$ cat src/hdl/kbd_pkg.sv
package kbd_pkg;

    // key code is {extend flag, scan byte}
    localparam int KEY_W = 9;

    typedef logic [KEY_W-1:0] key_code_t;

    localparam logic [7:0] SC_INIT   = 8'hAA; // keyboard self-test passed
    localparam logic [7:0] SC_EXTEND = 8'hE0;
    localparam logic [7:0] SC_BREAK  = 8'hF0;

    typedef enum logic [1:0] {
        WAIT_INIT, // nothing decoded before the self-test byte
        IDLE,
        ACK_HIGH
    } dec_state_e;

endpackage

$ cat src/hdl/audio_pkg.sv
package audio_pkg;

    localparam int SAMPLE_W = 16;

    typedef logic signed [SAMPLE_W-1:0] sample_t;

    typedef enum logic {
        REG_VOLUME = 1'b0,
        REG_CTRL   = 1'b1
    } reg_addr_e;

    // bit positions inside REG_CTRL
    localparam int CTRL_MUTE_BIT = 0;
    localparam int CTRL_OCT_LO   = 1;
    localparam int CTRL_OCT_HI   = 2;

    localparam int N_NOTES = 8; // A S D F G H J K

endpackage

$ cat src/hdl/scan_decoder.sv
module scan_decoder (
    input  logic               clk,
    input  logic               rst,
    input  logic               scan_req_i,
    input  logic [7:0]         scan_data_i,
    output logic               scan_ack_o,
    output logic               key_valid_o,
    output kbd_pkg::key_code_t key_code_o,
    output logic               key_break_o
);

    kbd_pkg::dec_state_e state;
    logic extend_q;
    logic break_q;
    logic accept;
    logic is_extend;
    logic is_break;
    logic emit;

    assign accept    = scan_req_i && !scan_ack_o; // new byte on the port
    assign is_extend = (scan_data_i == kbd_pkg::SC_EXTEND);
    assign is_break  = (scan_data_i == kbd_pkg::SC_BREAK);
    assign emit      = accept && (state == kbd_pkg::IDLE) && !is_extend && !is_break;

    // ack follows req one cycle late, in every state
    always_ff @(posedge clk or posedge rst) begin
        if (rst) begin
            scan_ack_o <= 1'b0;
        end else if (accept) begin
            scan_ack_o <= 1'b1;
        end else if (!scan_req_i) begin
            scan_ack_o <= 1'b0;
        end
    end

    always_ff @(posedge clk or posedge rst) begin
        if (rst) begin
            state       <= kbd_pkg::WAIT_INIT;
            extend_q    <= 1'b0;
            break_q     <= 1'b0;
            key_valid_o <= 1'b0;
        end else begin
            key_valid_o <= emit;
            case (state)
                kbd_pkg::WAIT_INIT: begin
                    if (accept && scan_data_i == kbd_pkg::SC_INIT) begin
                        state <= kbd_pkg::ACK_HIGH;
                    end
                end
                kbd_pkg::IDLE: begin
                    if (accept) begin
                        state <= kbd_pkg::ACK_HIGH;
                        if (is_extend) begin
                            extend_q <= 1'b1;
                        end else if (is_break) begin
                            break_q <= 1'b1;
                        end else begin
                            extend_q <= 1'b0; // prefixes apply to one code only
                            break_q  <= 1'b0;
                        end
                    end
                end
                kbd_pkg::ACK_HIGH: begin
                    if (!scan_req_i) begin
                        state <= kbd_pkg::IDLE;
                    end
                end
                default: begin
                    state <= kbd_pkg::WAIT_INIT;
                end
            endcase
        end
    end

    always_ff @(posedge clk) begin
        if (emit) begin
            key_code_o  <= {extend_q, scan_data_i};
            key_break_o <= break_q;
        end
    end

    a_ack_after_req: assert property (
        @(posedge clk) disable iff (rst)
        $rose(scan_ack_o) |-> $past(scan_req_i)
    );

endmodule

$ cat src/hdl/tone_regs.sv
module tone_regs (
    input  logic                            clk,
    input  logic                            rst,
    input  logic                            cfg_req_i,
    input  logic                            cfg_we_i,
    input  audio_pkg::reg_addr_e            cfg_addr_i,
    input  logic [audio_pkg::SAMPLE_W-1:0]  cfg_wdata_i,
    output logic [audio_pkg::SAMPLE_W-1:0]  cfg_rdata_o,
    output logic                            cfg_ack_o,
    output logic [audio_pkg::SAMPLE_W-1:0]  volume_o,
    output logic                            mute_o,
    output logic [1:0]                      octave_o
);

    logic                           accept;
    logic [audio_pkg::SAMPLE_W-1:0] ctrl_word;

    assign accept = cfg_req_i && !cfg_ack_o;

    always_comb begin
        ctrl_word = '0;
        ctrl_word[audio_pkg::CTRL_MUTE_BIT] = mute_o;
        ctrl_word[audio_pkg::CTRL_OCT_HI:audio_pkg::CTRL_OCT_LO] = octave_o;
    end

    always_ff @(posedge clk or posedge rst) begin
        if (rst) begin
            cfg_ack_o <= 1'b0;
            volume_o  <= '0;
            mute_o    <= 1'b1; // silent until the host says otherwise
            octave_o  <= 2'd0;
        end else begin
            if (accept) begin
                cfg_ack_o <= 1'b1;
            end else if (!cfg_req_i) begin
                cfg_ack_o <= 1'b0;
            end
            if (accept && cfg_we_i) begin
                if (cfg_addr_i == audio_pkg::REG_VOLUME) begin
                    volume_o <= cfg_wdata_i;
                end else begin
                    mute_o   <= cfg_wdata_i[audio_pkg::CTRL_MUTE_BIT];
                    octave_o <= cfg_wdata_i[audio_pkg::CTRL_OCT_HI:audio_pkg::CTRL_OCT_LO];
                end
            end
        end
    end

    always_ff @(posedge clk) begin
        if (accept) begin
            cfg_rdata_o <= (cfg_addr_i == audio_pkg::REG_CTRL) ? ctrl_word : volume_o;
        end
    end

    a_ack_after_req: assert property (
        @(posedge clk) disable iff (rst)
        $rose(cfg_ack_o) |-> $past(cfg_req_i)
    );

endmodule

$ cat src/hdl/tone_gen.sv
module tone_gen (
    input  logic                           clk,
    input  logic                           rst,
    input  logic                           key_valid_i,
    input  kbd_pkg::key_code_t             key_code_i,
    input  logic                           key_break_i,
    input  logic [audio_pkg::SAMPLE_W-1:0] volume_i,
    input  logic                           mute_i,
    input  logic [1:0]                     octave_i,
    input  logic                           sample_tick_i,
    output audio_pkg::sample_t             sample_o
);

    localparam int IDX_W = $clog2(audio_pkg::N_NOTES);

    logic [audio_pkg::N_NOTES-1:0] held;
    logic                          note_hit;
    logic [IDX_W-1:0]              note_idx;
    logic [IDX_W-1:0]              sel_idx;
    logic                          any_held;
    logic [4:0]                    base_half;
    logic [4:0]                    half;
    logic [4:0]                    cnt;
    logic                          wave_neg;
    audio_pkg::sample_t            amp;
    logic [audio_pkg::SAMPLE_W-1:0] mag;

    // non-extended codes of the eight note keys
    always_comb begin
        note_hit = 1'b1;
        note_idx = '0;
        case (key_code_i)
            9'h01C:  note_idx = 3'd0;
            9'h01B:  note_idx = 3'd1;
            9'h023:  note_idx = 3'd2;
            9'h02B:  note_idx = 3'd3;
            9'h034:  note_idx = 3'd4;
            9'h033:  note_idx = 3'd5;
            9'h03B:  note_idx = 3'd6;
            9'h042:  note_idx = 3'd7;
            default: note_hit = 1'b0;
        endcase
    end

    always_comb begin
        sel_idx = '0;
        for (int i = audio_pkg::N_NOTES - 1; i >= 0; i--) begin
            if (held[i]) begin
                sel_idx = IDX_W'(i); // lowest index wins
            end
        end
    end

    always_comb begin
        case (sel_idx)
            3'd0:    base_half = 5'd16;
            3'd1:    base_half = 5'd14;
            3'd2:    base_half = 5'd13;
            3'd3:    base_half = 5'd12;
            3'd4:    base_half = 5'd11;
            3'd5:    base_half = 5'd10;
            3'd6:    base_half = 5'd9;
            default: base_half = 5'd8;
        endcase
    end

    assign any_held = |held;
    assign half     = base_half >> octave_i;
    assign amp      = volume_i[audio_pkg::SAMPLE_W-1] ? 16'sh7FFF : audio_pkg::sample_t'(volume_i);
    assign mag      = sample_o[audio_pkg::SAMPLE_W-1] ? -sample_o : sample_o;

    always_ff @(posedge clk or posedge rst) begin
        if (rst) begin
            held     <= '0;
            cnt      <= 5'd0;
            wave_neg <= 1'b0;
            sample_o <= '0;
        end else begin
            if (key_valid_i && note_hit) begin
                held[note_idx] <= !key_break_i;
            end
            if (sample_tick_i) begin
                if (!any_held) begin
                    cnt      <= 5'd0;
                    wave_neg <= 1'b0;
                end else if (cnt + 5'd1 >= half) begin
                    cnt      <= 5'd0;
                    wave_neg <= !wave_neg; // half period done
                end else begin
                    cnt <= cnt + 5'd1;
                end
                if (mute_i || !any_held) begin
                    sample_o <= '0;
                end else begin
                    sample_o <= wave_neg ? -amp : amp;
                end
            end
        end
    end

    a_mag_le_volume: assert property (
        @(posedge clk) disable iff (rst)
        sample_tick_i |=> mag <= $past(volume_i)
    );

endmodule

$ cat src/hdl/i2s_serializer.sv
module i2s_serializer #(
    parameter int BIT_LOG2 = 4
) (
    input  logic               clk,
    input  logic               rst,
    input  audio_pkg::sample_t sample_left_i,
    input  audio_pkg::sample_t sample_right_i,
    output logic               sample_tick_o,
    output logic               lrck_o,
    output logic               sck_o,
    output logic               sdin_o
);

    localparam int FRAME_W = BIT_LOG2 + 5; // 32 slots per frame

    logic [FRAME_W-1:0] cnt;
    logic [4:0]         slot;
    logic               frame_end;
    audio_pkg::sample_t left_q;
    audio_pkg::sample_t right_q;
    logic               prev_lsb;
    logic [3:0]         left_idx;
    logic [3:0]         right_idx;

    assign slot      = cnt[FRAME_W-1:BIT_LOG2];
    assign frame_end = &cnt;

    assign sample_tick_o = (cnt == '0);
    assign lrck_o        = slot[4];
    assign sck_o         = cnt[BIT_LOG2-1]; // high in second half of slot

    always_ff @(posedge clk or posedge rst) begin
        if (rst) begin
            cnt      <= '0;
            left_q   <= '0;
            right_q  <= '0;
            prev_lsb <= 1'b0;
        end else begin
            cnt <= cnt + 1'b1;
            if (frame_end) begin
                left_q   <= sample_left_i;
                right_q  <= sample_right_i;
                prev_lsb <= right_q[0]; // right LSB spills into next slot 0
            end
        end
    end

    assign left_idx  = 4'(5'd16 - slot);
    assign right_idx = 4'(6'd32 - {1'b0, slot});

    always_comb begin
        if (slot == 5'd0) begin
            sdin_o = prev_lsb;
        end else if (slot <= 5'd16) begin
            sdin_o = left_q[left_idx]; // msb first
        end else begin
            sdin_o = right_q[right_idx];
        end
    end

    a_lrck_edges: assert property (
        @(posedge clk) disable iff (rst)
        $changed(lrck_o) |-> (cnt[BIT_LOG2-1:0] == '0) && (slot[3:0] == 4'd0)
    );

endmodule

$ cat src/hdl/seg_display.sv
module seg_display #(
    parameter int SCAN_LOG2 = 16
) (
    input  logic               clk,
    input  logic               rst,
    input  logic               key_valid_i,
    input  kbd_pkg::key_code_t key_code_i,
    input  logic               key_break_i,
    output logic [6:0]         seg_o,
    output logic [3:0]         digit_o
);

    logic [SCAN_LOG2-1:0] scan_cnt;
    logic [1:0]           sel;
    logic [1:0]           sel_next;
    kbd_pkg::key_code_t   code_q;
    logic                 break_q;
    logic [3:0]           nib;

    assign sel_next = sel + 2'd1;

    always_ff @(posedge clk or posedge rst) begin
        if (rst) begin
            scan_cnt <= '0;
            sel      <= 2'd3; // first step lands on digit 0
            digit_o  <= 4'b1111;
            code_q   <= '0;
            break_q  <= 1'b0;
        end else begin
            scan_cnt <= scan_cnt + 1'b1;
            if (&scan_cnt) begin
                sel     <= sel_next;
                digit_o <= ~(4'b0001 << sel_next);
            end
            if (key_valid_i) begin
                code_q  <= key_code_i;
                break_q <= key_break_i;
            end
        end
    end

    always_comb begin
        case (sel)
            2'd0:    nib = code_q[3:0];
            2'd1:    nib = code_q[7:4];
            default: nib = {3'b000, code_q[8]};
        endcase
    end

    always_comb begin
        if (sel == 2'd3) begin
            seg_o = break_q ? 7'b0111111 : 7'b1111111; // dash or blank
        end else begin
            case (nib)
                4'h0:    seg_o = 7'b1000000;
                4'h1:    seg_o = 7'b1111001;
                4'h2:    seg_o = 7'b0100100;
                4'h3:    seg_o = 7'b0110000;
                4'h4:    seg_o = 7'b0011001;
                4'h5:    seg_o = 7'b0010010;
                4'h6:    seg_o = 7'b0000010;
                4'h7:    seg_o = 7'b1111000;
                4'h8:    seg_o = 7'b0000000;
                4'h9:    seg_o = 7'b0010000;
                4'hA:    seg_o = 7'b0001000;
                4'hB:    seg_o = 7'b0000011;
                4'hC:    seg_o = 7'b1000110;
                4'hD:    seg_o = 7'b0100001;
                4'hE:    seg_o = 7'b0000110;
                default: seg_o = 7'b0001110;
            endcase
        end
    end

endmodule

$ cat src/hdl/key_tone_top.sv
module key_tone_top #(
    parameter int I2S_BIT_LOG2  = 4,
    parameter int SEG_SCAN_LOG2 = 16
) (
    input  logic                           clk,
    input  logic                           rst,
    input  logic                           scan_req_i,
    input  logic [7:0]                     scan_data_i,
    output logic                           scan_ack_o,
    input  logic                           cfg_req_i,
    input  logic                           cfg_we_i,
    input  audio_pkg::reg_addr_e           cfg_addr_i,
    input  logic [audio_pkg::SAMPLE_W-1:0] cfg_wdata_i,
    output logic [audio_pkg::SAMPLE_W-1:0] cfg_rdata_o,
    output logic                           cfg_ack_o,
    output logic                           lrck_o,
    output logic                           sck_o,
    output logic                           sdin_o,
    output logic [6:0]                     seg_o,
    output logic [3:0]                     digit_o
);

    logic                           key_valid;
    kbd_pkg::key_code_t             key_code;
    logic                           key_break;
    logic [audio_pkg::SAMPLE_W-1:0] volume;
    logic                           mute;
    logic [1:0]                     octave;
    audio_pkg::sample_t             sample;
    logic                           sample_tick;

    scan_decoder u_scan_decoder (
        .clk(clk), .rst(rst),
        .scan_req_i(scan_req_i), .scan_data_i(scan_data_i), .scan_ack_o(scan_ack_o),
        .key_valid_o(key_valid), .key_code_o(key_code), .key_break_o(key_break)
    );

    tone_regs u_tone_regs (
        .clk(clk), .rst(rst),
        .cfg_req_i(cfg_req_i), .cfg_we_i(cfg_we_i), .cfg_addr_i(cfg_addr_i),
        .cfg_wdata_i(cfg_wdata_i), .cfg_rdata_o(cfg_rdata_o), .cfg_ack_o(cfg_ack_o),
        .volume_o(volume), .mute_o(mute), .octave_o(octave)
    );

    tone_gen u_tone_gen (
        .clk(clk), .rst(rst),
        .key_valid_i(key_valid), .key_code_i(key_code), .key_break_i(key_break),
        .volume_i(volume), .mute_i(mute), .octave_i(octave),
        .sample_tick_i(sample_tick), .sample_o(sample)
    );

    // mono source, same sample on both channels
    i2s_serializer #(.BIT_LOG2(I2S_BIT_LOG2)) u_i2s_serializer (
        .clk(clk), .rst(rst),
        .sample_left_i(sample), .sample_right_i(sample), .sample_tick_o(sample_tick),
        .lrck_o(lrck_o), .sck_o(sck_o), .sdin_o(sdin_o)
    );

    seg_display #(.SCAN_LOG2(SEG_SCAN_LOG2)) u_seg_display (
        .clk(clk), .rst(rst),
        .key_valid_i(key_valid), .key_code_i(key_code), .key_break_i(key_break),
        .seg_o(seg_o), .digit_o(digit_o)
    );

endmodule

$ cat config.mk
export PLATFORM = sky130hd
export DESIGN_NAME = key_tone_top
export DESIGN_NICKNAME = d
export VERILOG_FILES = /design/src/hdl/kbd_pkg.sv /design/src/hdl/audio_pkg.sv /design/src/hdl/scan_decoder.sv /design/src/hdl/tone_regs.sv /design/src/hdl/tone_gen.sv /design/src/hdl/i2s_serializer.sv /design/src/hdl/seg_display.sv /design/src/hdl/key_tone_top.sv
export SDC_FILE = /design/constraint.sdc
export NUM_CORES = 1
export LEC_CHECK = 0
export BUFFER_PORTS_ARGS = -buffer_cell sky130_fd_sc_hd__buf_2
export CORE_MARGIN = 4
export CORE_UTILIZATION = 45
export CTS_BUF_LIST = sky130_fd_sc_hd__clkbuf_8 sky130_fd_sc_hd__clkbuf_16
export DETAILED_ROUTE_END_ITERATION = 16
export PLACE_DENSITY = 0.7
export SYNTH_ARGS = -nofsm -noshare
export SYNTH_HDL_FRONTEND = slang
export SYNTH_SLANG_ARGS = --single-unit
$ cat constraint.sdc
create_clock -name clk -period 3.9 [get_ports clk]
set_input_delay 0.78 -clock clk [delete_from_list [all_inputs] [get_ports clk]]
set_output_delay 0.78 -clock clk [all_outputs]
set_load 0.05 [all_outputs]
==> impl_metrics.ini <==
[critical_path]
worst_setup_path_end_kind = output pin
reg2reg_depth = 12
path_cells = inv_1 -> ha_2 -> a221oi_2 -> buf_4 -> inv_1 -> ha_1 -> mux4_2 -> nand2b_1 -> buf_2
critPathSlowestCell = dfstp_2
startpoint_type = flop
worstPathMaxFanout = 8
required_ns = 3.12
crit_type = reg2out
crit_arrival_ns = 2.92
worst_path_most_repeated_cell = inv_1
critical-path-max-stage-delay_ns = 0.56

[logic_synthesis]
yosysWarnings = 0
synth_area_leaders = dfrtp_1 39%, edfxtp_1 11%, mux2_2 8.2%
yosysUniqueCellTypes = 65
syn_area_per_cell_um2 = 11.36
ys.flop_type = dfrtp_1
synth_area_mm2 = 0.006853
synth-edff-count = 26
synth_fp_nets = 658
yosys.area.top_type = dfrtp_1
async_flop_share = 0.8143
ys_seq_area_frac = 0.5315
synth_cells = 603
synth_top_area_frac = 0.3907
synth-seq-cells = 140
yosysMostFrequentCell = dfrtp_1
synth_common_cells = 107 x dfrtp_1, 52 x nand2_1, 50 x mux2_2

[die]
coreArea_mm2 = 0.01470
dieArea_mm2 = 0.01727
initial_core_util = 0.4662
fp.dieH_um = 131.4
die_w_um = 131.4
io_pins = 62
rows = 44

[finish]
design_area_mm2 = 0.008016
nets = 719
stdcell_count = 862
syn2layout_area_growth_pct = 16.98
drive_gt1_frac = 0.2629
fin_util = 0.5454

[place]
dp.final_hpwl_um = 9838
placed_cell_area_mm2 = 0.007356
io_buffers = 61
gp_congestion = 0.7966
placed_cells = 829

[routing]
drtIter0Drc = 285
drt-total-wl_um = 13900
via_per_inst = 5.494
wl_per_cell_um = 16.13
vias = 4736
dr.pass1.iters = 5
drc_errors = 0
ant_nets = 0

[sta]
fin_worst_skew_ns = 0.007976
min_period_over_period = 0.9476
slew_headroom = 0.4634
holdWs_ns = 0.2775
fmax_mhz = 270.6
period_minus_slack_ns = 3.696
setup_violations = 0
worstMarginPinSlew_ns = 0.8026
hold_viol = 0
finalSetupTns_ns = 0
slew_viol_final = 0
rsz0062_at_grt = no

[power_and_ir_drop]
p_switching_mw = 1.110
p_comb_frac = 0.152
p_int_mw = 2.935
swShare = 0.2744
powerDensity_mw_per_mm2 = 504.5
clockPowerShare = 0.426
ir_drop_mv = 0.3540
pwr-share-seq = 0.421
p_leak_nw = 3.640

[grt]
grt_first_pass_wirelength_um = 23580
grt_start_max_net_pins = 100
antenna_found_initial = 1
overflow = 0
grt_use_total = 0.1678
grt_pass1_vias = 4782

[clock_network]
clkTransAtPathRegs_ns = 0.06
holdBufCountCts = 0
clock_latency_ns = 0.42
cts-root-buf = clkbuf_16
numClockSinks = 140
htreeDepth = 4
cts_made_buffers = 17
clockBufferDepth = 2
tritoncts = yes

[outcome]
run_status = finished clean

[run]
cap_viol_max_count = 0

[hold_path]
hold_path.class = in2async
[critical path: cells and delay by family (launching register included)]
| family | cells | cell delay (ns) |
|---|---|---|
| multiplexers | 1 | 0.48 |
| adder cells (fa/ha/maj) | 2 | 0.48 |
| AO/OA/AOI/OAI | 1 | 0.25 |
| flip-flops | 1 | 0.56 |
| buffers and inverters | 4 | 0.57 |
| AND/OR/NAND/NOR | 1 | 0.15 |
[cells in the final DEF (no fill, tap or decap), drive strengths merged, types with 5 or more instances in the layout]
cell type / Yosys / routed
mux2: 50 / 50
nor4: 5 / 5
o21ai: 32 / 32
a22o: 5 / 5
nor2b: 19 / 19
nand3: 17 / 17
inv: 25 / 28
mux4: 6 / 6
dfrtp: 107 / 107
clkbuf: 16 / 19
ha: 25 / 25
nor3: 15 / 15
buf: 9 / 67
nand2: 52 / 52
a31oi: 6 / 6
a21oi: 20 / 20
edfxtp: 26 / 26
and3: 5 / 5
xnor2: 22 / 22
xor2: 14 / 14
nand2b: 5 / 5
dfstp: 7 / 7
a21o: 5 / 5
nor2: 50 / 50
[routing by layer]
metal  track usage  vias to the layer above  wire (um)
met5             0                        -         13
met4       0.06534                        2        237
met3       0.05237                       21        605
met2        0.2785                       75       7059
met1        0.2056                     2368       5988
li1              -                     2270          -
[sequential cells by signal (all words and copies together), names as in the netlist, 9 cells and up]
name and count:
u_tone_regs.cfg_rdata_o 16, u_i2s_serializer.left_q 16, u_tone_gen.sample_o 16, u_scan_decoder.key_code_o 9
u_i2s_serializer.cnt 9, u_tone_regs.volume_o 16, u_seg_display.code_q 9, u_seg_display.scan_cnt 16
[metrics by stage]
step | power (mW) | worst slack [ns]
6_report | 4.045 | 0.2043
5_1_grt | 4.215 | 0.05433
4_1_cts | 4.077 | 0.1256
3_5_place_dp | 2.343 | 0.5895
3_3_place_gp | 2.318 | 0.6760
2_1_floorplan | 2.183 | 0.1159
[power by group through the flow]
stage / clock network [mW] / registers [mW] / logic, mW
global route: 1.83 / 1.72 / 0.669
finish: 1.72 / 1.70 / 0.617
CTS: 1.75 / 1.70 / 0.620
detailed placement: 0 / 1.73 / 0.616
global placement: 0 / 1.72 / 0.595
floorplan: 0 / 1.72 / 0.458
[cell families (layout without fill, tap and decap cells)]
family | after synthesis | after routing | synth area share
compound gates | 103 | 103 | 0.1004
fa+ha+maj | 25 | 25 | 0.04565
flops | 140 | 140 | 0.5315
simple gates | 189 | 189 | 0.1400
other cells | 0 | 1 | 0
buf+inv | 50 | 124 | 0.02866
mux | 60 | 60 | 0.1077
xor+xnor | 36 | 36 | 0.04601
[area by class of cell]
class	count	area, um^2
diodes	1	2.502
clock buffers	19	452.9
clock inverters	13	188.9
fillers	1225	6683
inverters	25	96.34
multi-input cells	413	3040
flip-flops and latches	140	3642
well taps	184	230.2
repair buffers	67	362.8
[repair_timing]
action / in CTS / in global routing
endpoints found under the hold margin: 0 / 0
gates resized for setup: 0 / 4
setup buffers: 0 / 0
endpoints found under the setup margin: 0 / 1
[final timing paths]
path | from | end | slack, ns
worst max-delay path | u_seg_display.sel[0]$_DFFE_PP1P_ | seg_o[3] | 0.20
worst min-delay path | rst | u_seg_display.scan_cnt[5]$_DFF_PP0_ | 0.28
worst max register to register | u_tone_gen.held[6]$_DFFE_PP0P_ | u_tone_gen.wave_neg$_DFFE_PP0P_ | 0.61
worst min register to register | u_seg_display.scan_cnt[0]$_DFF_PP0_ | u_seg_display.scan_cnt[0]$_DFF_PP0_ | 0.46
max in group asynchronous | rst | u_tone_gen.sample_o[8]$_DFFE_PP0P_ | 2.84
min in group clk | u_seg_display.scan_cnt[0]$_DFF_PP0_ | u_seg_display.scan_cnt[0]$_DFF_PP0_ | 0.46
No activity file was read; power rests on OpenSTA's default activity.
